--- config.mk ---
export PLATFORM = sky130hd
export DESIGN_NAME = eeprom_if_top
export DESIGN_NICKNAME = d
export VERILOG_FILES = /design/src/common/eeprom_pkg.sv /design/src/i2c_master/bit_timer.sv /design/src/i2c_master/byte_shifter.sv /design/src/i2c_master/i2c_master_fsm.sv /design/src/logic/eeprom_if_top.sv
export SDC_FILE = /design/constraint.sdc
export NUM_CORES = 1
export LEC_CHECK = 0
export ABC_AREA = 1
export BUFFER_PORTS_ARGS = -buffer_cell sky130_fd_sc_hd__buf_2
export CORE_MARGIN = 2
export CORE_UTILIZATION = 25
export DETAILED_ROUTE_END_ITERATION = 6
export PLACE_DENSITY = 0.45
export SLEW_MARGIN = 30
export SYNTH_ARGS = -nofsm -noshare
export SYNTH_HDL_FRONTEND = slang
export SYNTH_SLANG_ARGS = --single-unit
export TNS_END_PERCENT = 50
--- constraint.sdc ---
create_clock -name CLK -period 2.2 [get_ports CLK]
set_clock_uncertainty 0.1 [all_clocks]
set_input_delay 0 -clock CLK [delete_from_list [all_inputs] [get_ports CLK]]
set_output_delay 0 -clock CLK [all_outputs]
set_load 0.03 [all_outputs]
--- src/common/eeprom_pkg.sv ---
package eeprom_pkg;

    // fixed upper nibble of the control byte (24C16 style device)
    localparam logic [3:0] DEVICE_TYPE = 4'b1010;

    typedef enum logic
    {
        OP_WRITE = 1'b0,
        OP_READ  = 1'b1
    } op_e;

    typedef enum logic
    {
        DIR_SEND = 1'b0,
        DIR_RECV = 1'b1
    } dir_e;

    // one latched host request
    typedef struct packed
    {
        op_e         op;
        logic [10:0] addr;   // [10:8] page bits, [7:0] word address
        logic [7:0]  wdata;
    } eeprom_req_t;

    // one-cycle pulses, first cycle of each quarter of a bit period
    typedef struct packed
    {
        logic drive;    // scl low, data may change
        logic rise;     // scl goes high
        logic sample;   // middle of high phase
        logic fall;     // scl goes low
    } bit_tick_t;

    // shifter command, load strobe qualifies the rest
    typedef struct packed
    {
        logic       load;
        dir_e       dir;
        logic [7:0] data;   // byte to send
        logic       ack;    // master ack bit for received bytes, 1 = nack
    } shift_cmd_t;

endpackage

--- src/i2c_master/bit_timer.sv ---
`timescale 1ns/1ps

module bit_timer import eeprom_pkg::*;
#(
    parameter int QUARTER = 2
)
(
    input  logic      CLK,
    input  logic      RESET,
    input  logic      en,
    output logic      scl,
    output bit_tick_t tick
);

    localparam int CW = (QUARTER > 2) ? $clog2(QUARTER) : 1;
    localparam logic [CW-1:0] LAST = CW'(QUARTER - 1);

    logic [CW-1:0] cnt;     // cycles within a quarter
    logic [1:0]    quarter;
    logic          first;

    // held at zero while disabled, so each enable starts a fresh bit period
    always_ff @(posedge CLK)
    begin
        if (RESET || !en)
        begin
            cnt     <= '0;
            quarter <= 2'd0;
        end
        else if (cnt == LAST)
        begin
            cnt     <= '0;
            quarter <= quarter + 2'd1;
        end
        else
        begin
            cnt <= cnt + CW'(1);
        end
    end

    assign first = en && (cnt == '0);

    // quarter 0 fall, 1 drive, 2 rise, 3 sample
    assign tick.fall   = first && (quarter == 2'd0);
    assign tick.drive  = first && (quarter == 2'd1);
    assign tick.rise   = first && (quarter == 2'd2);
    assign tick.sample = first && (quarter == 2'd3);

    assign scl = !en || quarter[1];   // idle bus keeps scl high

endmodule

--- src/i2c_master/byte_shifter.sv ---
`timescale 1ns/1ps

module byte_shifter import eeprom_pkg::*;
(
    input  logic       CLK,
    input  logic       RESET,
    input  shift_cmd_t cmd,
    input  bit_tick_t  tick,
    input  logic       sda_in,
    output logic       line_low,
    output logic       byte_done,
    output logic [7:0] rx_byte,
    output logic       ack_seen
);

    logic [8:0] sh;         // bit 8 goes out next
    logic [8:0] load_val;
    logic [3:0] bit_cnt;    // 8 down to 0, 0 is the ack bit
    logic       active;
    dir_e       dir;

    // sending puts a released bit in the ack slot, receiving keeps the line free
    always_comb
    begin
        if (cmd.dir == DIR_SEND)
            load_val = {cmd.data, 1'b1};
        else
            load_val = {8'hff, cmd.ack};
    end

    always_ff @(posedge CLK)
    begin
        if (RESET)
        begin
            active    <= 1'b0;
            bit_cnt   <= 4'd0;
            dir       <= DIR_SEND;
            line_low  <= 1'b0;
            byte_done <= 1'b0;
            ack_seen  <= 1'b0;
        end
        else
        begin
            byte_done <= 1'b0;
            if (cmd.load)   // always lands on a drive tick
            begin
                active   <= 1'b1;
                bit_cnt  <= 4'd8;
                dir      <= cmd.dir;
                line_low <= ~load_val[8];
            end
            else if (tick.drive)
            begin
                if (active)
                begin
                    bit_cnt  <= bit_cnt - 4'd1;
                    line_low <= ~sh[7];
                end
                else
                begin
                    line_low <= 1'b0;   // let go after the ack bit
                end
            end
            else if (tick.sample && active && bit_cnt == 4'd0)
            begin
                byte_done <= 1'b1;
                ack_seen  <= ~sda_in;   // slave holds the line low to ack
                active    <= 1'b0;
            end
        end
    end

    always_ff @(posedge CLK)
    begin
        if (cmd.load)
            sh <= load_val;
        else if (tick.drive && active)
            sh <= {sh[7:0], 1'b1};
        // msb first, eight data bits only
        if (tick.sample && active && bit_cnt != 4'd0 && dir == DIR_RECV)
            rx_byte <= {rx_byte[6:0], sda_in};
    end

endmodule

--- src/i2c_master/i2c_master_fsm.sv ---
`timescale 1ns/1ps

module i2c_master_fsm import eeprom_pkg::*;
(
    input  logic        CLK,
    input  logic        RESET,
    input  logic        req_valid,
    input  eeprom_req_t req,
    input  bit_tick_t   tick,
    input  logic        byte_done,
    input  logic [7:0]  rx_byte,
    input  logic        ack_seen,
    output logic        timer_en,
    output shift_cmd_t  cmd,
    output logic        line_low,
    output logic        busy,
    output logic        done,
    output logic        nack,
    output logic [7:0]  rdata
);

    typedef enum logic [3:0]
    {
        S_IDLE,
        S_START,
        S_CTRL_W,
        S_ADDR,
        S_DATA_W,
        S_RSTART,
        S_CTRL_R,
        S_DATA_R,
        S_STOP,
        S_FINISH
    } state_e;

    state_e state;
    state_e next_byte;  // where a byte state goes after a good ack
    logic   sent;       // shifter already loaded in this byte state
    logic   byte_state;

    assign byte_state = (state == S_CTRL_W) || (state == S_ADDR) || (state == S_DATA_W)
                     || (state == S_CTRL_R) || (state == S_DATA_R);

    assign busy     = (state != S_IDLE) && (state != S_FINISH);
    assign timer_en = busy;
    assign done     = (state == S_FINISH);

    always_comb
    begin
        cmd      = '0;
        cmd.dir  = DIR_SEND;
        cmd.ack  = 1'b0;
        case (state)
            S_CTRL_W: cmd.data = {DEVICE_TYPE, req.addr[10:8], 1'b0};
            S_ADDR:   cmd.data = req.addr[7:0];
            S_DATA_W: cmd.data = req.wdata;
            S_CTRL_R: cmd.data = {DEVICE_TYPE, req.addr[10:8], 1'b1};
            S_DATA_R:
            begin
                cmd.dir  = DIR_RECV;
                cmd.data = 8'hff;
                cmd.ack  = 1'b1;   // single byte read ends with nack
            end
            default:  cmd.data = 8'hff;
        endcase
        cmd.load = byte_state && tick.drive && !sent;
    end

    always_comb
    begin
        case (state)
            S_CTRL_W: next_byte = S_ADDR;
            S_ADDR:   next_byte = (req.op == OP_READ) ? S_RSTART : S_DATA_W;
            S_CTRL_R: next_byte = S_DATA_R;
            default:  next_byte = S_STOP;
        endcase
    end

    always_ff @(posedge CLK)
    begin
        if (RESET)
        begin
            state    <= S_IDLE;
            sent     <= 1'b0;
            line_low <= 1'b0;
            nack     <= 1'b0;
            rdata    <= 8'h00;
        end
        else
        begin
            case (state)
                S_IDLE:
                begin
                    if (req_valid)
                    begin
                        nack  <= 1'b0;
                        state <= S_START;
                    end
                end
                S_START, S_RSTART:
                begin
                    if (tick.sample)
                    begin
                        line_low <= 1'b1;   // falls while scl high
                        state    <= (state == S_START) ? S_CTRL_W : S_CTRL_R;
                    end
                end
                S_CTRL_W, S_ADDR, S_DATA_W, S_CTRL_R:
                begin
                    if (cmd.load)
                    begin
                        sent     <= 1'b1;
                        line_low <= 1'b0;   // shifter owns the line now
                    end
                    else if (byte_done)
                    begin
                        sent <= 1'b0;
                        if (!ack_seen)
                        begin
                            nack  <= 1'b1;
                            state <= S_STOP;
                        end
                        else
                        begin
                            state <= next_byte;
                        end
                    end
                end
                S_DATA_R:
                begin
                    if (cmd.load)
                    begin
                        sent     <= 1'b1;
                        line_low <= 1'b0;
                    end
                    else if (byte_done)
                    begin
                        sent  <= 1'b0;
                        rdata <= rx_byte;
                        state <= S_STOP;
                    end
                end
                S_STOP:
                begin
                    if (tick.drive)
                        line_low <= 1'b1;
                    if (tick.sample)
                    begin
                        line_low <= 1'b0;   // rises while scl high
                        state    <= S_FINISH;
                    end
                end
                S_FINISH:
                begin
                    // busy already low here, a new request may come in
                    if (req_valid)
                    begin
                        nack  <= 1'b0;
                        state <= S_START;
                    end
                    else
                    begin
                        state <= S_IDLE;
                    end
                end
                default: state <= S_IDLE;
            endcase
        end
    end

endmodule

--- src/logic/eeprom_if_top.sv ---
`timescale 1ns/1ps

module eeprom_if_top import eeprom_pkg::*;
#(
    parameter int QUARTER = 2
)
(
    input  logic        CLK,
    input  logic        RESET,
    input  logic        wr,
    input  logic        rd,
    input  logic [10:0] addr,
    input  logic [7:0]  wdata,
    input  logic        sda_in,
    output logic [7:0]  rdata,
    output logic        busy,
    output logic        done,
    output logic        nack,
    output logic        scl,
    output logic        sda_oe
);

    eeprom_req_t req_q;
    logic        req_valid;
    logic        timer_en;
    bit_tick_t   tick;
    shift_cmd_t  cmd;
    logic        fsm_low;
    logic        shift_low;
    logic        byte_done;
    logic        ack_seen;
    logic [7:0]  rx_byte;

    // pulses during busy are dropped
    assign req_valid = (wr || rd) && !busy;

    always_ff @(posedge CLK)
    begin
        if (req_valid)
        begin
            req_q.op    <= wr ? OP_WRITE : OP_READ;   // write wins
            req_q.addr  <= addr;
            req_q.wdata <= wdata;
        end
    end

    i2c_master_fsm u_fsm (
        .CLK       (CLK),
        .RESET     (RESET),
        .req_valid (req_valid),
        .req       (req_q),
        .tick      (tick),
        .byte_done (byte_done),
        .rx_byte   (rx_byte),
        .ack_seen  (ack_seen),
        .timer_en  (timer_en),
        .cmd       (cmd),
        .line_low  (fsm_low),
        .busy      (busy),
        .done      (done),
        .nack      (nack),
        .rdata     (rdata)
    );

    bit_timer #(.QUARTER(QUARTER)) u_timer (
        .CLK   (CLK),
        .RESET (RESET),
        .en    (timer_en),
        .scl   (scl),
        .tick  (tick)
    );

    byte_shifter u_shifter (
        .CLK       (CLK),
        .RESET     (RESET),
        .cmd       (cmd),
        .tick      (tick),
        .sda_in    (sda_in),
        .line_low  (shift_low),
        .byte_done (byte_done),
        .rx_byte   (rx_byte),
        .ack_seen  (ack_seen)
    );

    assign sda_oe = fsm_low || shift_low;   // start/stop or shifted bits

endmodule

==> results.cfg <==
[synth]
ys_warn_count = 0
seq_area_frac_synth = 0.579
synth_cell_types = 41
synth_area_per_cell_um2 = 10.1
synth_edf_count = 35
syn_nets = 299
syn_area_mm2 = 0.00275
synth_seq_cells = 62
async_flop_share = 0
synth-main-ff-cell = edfxtp_1
synthCells = 271

[sta]
min_period_over_period = 0.904
timing.slew.headroom = 0.621
final.min_clock_period_ns = 1.99
final_max_slew_viol_count = 0
fmax_mhz = 503
setup-violations-final = 0
finalSetupTns_ns = 0
finalWorstSetupSlack_ns = 0.211
tightest_slew_ns = 0.568
whs_ns = 0.0646
hold_viol_final = 0
rsz0062_at_grt = false

[floorplan]
chipWidth_um = 109
die_h_um = 109
num_rows = 38
initial_core_util = 0.255
coreArea_mm2 = 0.0108
ios = 37
die_area_mm2 = 0.0119

[worst_setup_path]
reg2reg_depth = 9
rr_endpoint = u_shifter.sh[1]
crit_required_ns = 2.19
end_kind = register
ff2ff_setup_slack_ns = 0.21
crit_fanout = 10
critPathKind = reg2reg
r2r_start = u_fsm.state[1]
start_kind = register
worst_ep_arrival_time_ns = 1.97

[place]
dp_slack_ns = 0.218
place.gp.congestion = 0.759
dp_hpwl_um = 4170
portBuffers = 36

[routing]
drtIter0Drc = 68
drcViolationCount = 0
num_vias = 2008
postRouteAntennaNets = 0
viasPerCell = 4.14
first_pass_iters = 4
wl_per_cell_um = 12.4
finalWirelength_um = 6000

[cts]
hold_buffers = 22
cts_tree = yes
clock_latency_ns = 0.34
cts.path.max_buffers = 2
post_cts_resize_count = 0
postCtsSetupRepairBufs = 0
root_buffer = clkbuf_8
clk_pin_slew_ns = 0.07
htreeDepth = 3
clock-sinks = 62
cts_buffers = 9

[global_routing]
grt_pass1_wl_um = 9720
grt_usage = 0.109
antenna_found_initial = 0
grt-ovfl-total = 0
grt_pass1_vias = 1987
grt_max_degree = 21

[outcome]
status = finished, final reports clean

[cells_and_area]
finish.net_count = 368
drive_above_1_share = 0.243
syn_to_final_growth_pct = 26.6
insertedDiodeCount = 0
n_fill_cell = 1104

[power_and_ir_drop]
leakage_nw = 1.44
irDropWorstVdd_v = 0.000403
powerDensity_mw_per_mm2 = 997

[min_path]
hold_depth = 4
min_from = rd
min_to = u_fsm.nack
hp-class = in2reg

[flow_run]
max_cap_viol_count = 0
[through the flow]
step / util / power, mW / area [um2] / instances
after floorplan: - / 2.36 / 2750 / 271
after detailed placement: 0.287 / 2.63 / 3100 / 447
after global routing: 0.322 / 3.72 / 3480 / 485
final: 0.322 / 3.47 / 3480 / 485
after global placement: 0.287 / 2.63 / 3100 / 447
after CTS: 0.322 / 3.52 / 3480 / 485
[metal layers]
| layer | GRT usage | share of wire | wire length [um] | vias up |
|---|---|---|---|---|
| met2 | 0.176 | 0.46 | 2770 | 42 |
| li1 | - | - | - | 1058 |
| met1 | 0.139 | 0.49 | 2950 | 902 |
| met4 | 0.0385 | 0.010 | 62 | 0 |
| met5 | 0 | 0 | 0 | - |
| met3 | 0.0305 | 0.036 | 217 | 6 |
[logic make-up (layout without fill, tap and decap cells)]
| family | Yosys count | after routing | share of synthesized area |
|---|---|---|---|
| fa+ha+maj | 4 | 4 | 0.0182 |
| buf+inv | 37 | 111 | 0.0605 |
| xor+xnor | 2 | 2 | 0.00637 |
| simple gates | 121 | 121 | 0.230 |
| compound gates | 45 | 45 | 0.106 |
| flops | 62 | 62 | 0.579 |
[cells in the final DEF (no fill, tap or decap), types with 2 or more instances in the layout]
cell type and instances:
ha_1 4, nor2_2 3, or2_2 2, nand4_2 2
o211ai_1 2, nor2_4 2, inv_4 3, buf_2 36
buf_4 4, nand4_4 2, dfxtp_1 27, clkbuf_8 9
nand2_1 44, nand2_4 3, clkinv_2 3, edfxtp_1 35
nand3_2 5, inv_2 3, dlygate4sd3_1 22, o22a_1 2
nor2_1 40, o21ai_0 14, a2bb2oi_1 4, a221oi_1 3
a22o_1 3, clkbuf_1 2, a21oi_1 13, inv_1 27
nand3_1 8, nand2_2 3
[synth_stat cells, types with 2 or more instances]
library cell	number	area, um2
inv_2	3	11.3
ha_1	4	50.1
dfxtp_1	27	541
nor2_1	41	154
nand3_1	8	40.0
nand2_1	44	165
a21oi_1	13	65.1
nand4_2	2	25.0
a221oi_1	3	26.3
o21ai_0	14	70.1
nor2_4	2	22.5
nand3_2	5	50.1
inv_4	3	18.8
nand4_4	2	42.5
a2bb2oi_1	4	35.0
a22o_1	3	26.3
o22a_1	2	17.5
inv_1	27	101
o211ai_1	2	15.0
edfxtp_1	35	1050
or2_2	2	12.5
nor2_2	2	12.5
nand2_4	3	33.8
nand2_2	3	18.8
[state kept, by name, indices dropped and copies added (netlist names)]
signal and flops:
u_fsm.rdata 8, u_shifter.line_low 1, u_shifter.bit_cnt 4, u_fsm.state 4
u_fsm.sent 1, u_shifter.rx_byte 8, u_shifter.active 1, u_shifter.byte_done 1
u_timer.quarter 2, u_shifter.sh 7, u_shifter.ack_seen 1, u_timer.cnt 1
u_shifter.dir 1, u_fsm.line_low 1, req_q 20, u_fsm.nack 1
[power by group]
| group | total (mW) | internal [mW] | switching (mW) |
|---|---|---|---|
| Sequential | 1.54 | 1.45 | 0.0975 |
| Combinational | 1.08 | 0.361 | 0.719 |
| Clock | 0.845 | 0.400 | 0.446 |
| Total | 3.47 | 2.21 | 1.26 |
[worst max-delay path by stage]
stage                   start               to  slack (ns)  cells after the start
4_1_cts        u_fsm.state[1]  u_shifter.sh[1]        0.21                      9
5_1_grt        u_fsm.state[1]  u_shifter.sh[1]        0.06                      9
3_3_place_gp   u_fsm.state[1]  u_shifter.sh[1]        0.31                      9
2_1_floorplan  u_fsm.state[1]         req_q[0]        0.17                      6
3_5_place_dp   u_fsm.state[1]  u_shifter.sh[1]        0.22                      9
6_report       u_fsm.state[1]  u_shifter.sh[1]        0.21                      9
[cell type report]
type / count / area, um2 / share of cell area
well taps: 140 / 175 / 0.0503
clock inverters: 5 / 26.3 / 0.00755
multi-input cells: 172 / 993 / 0.286
repair buffers: 62 / 430 / 0.124
inverters: 33 / 131 / 0.0378
clock buffers: 11 / 131 / 0.0378
flip-flops and latches: 62 / 1590 / 0.457
[critical path, stage by stage, from the launching register on]
cell and delay, ns:
dfxtp_1 0.50, nor2_1 0.12, nand3_2 0.15, nand4_4 0.16, inv_4 0.11, nand3_4 0.17, inv_4 0.17, nand2_4 0.07
inv_2 0.11, nand4_1 0.08
Power figures use the tool's default switching activity.
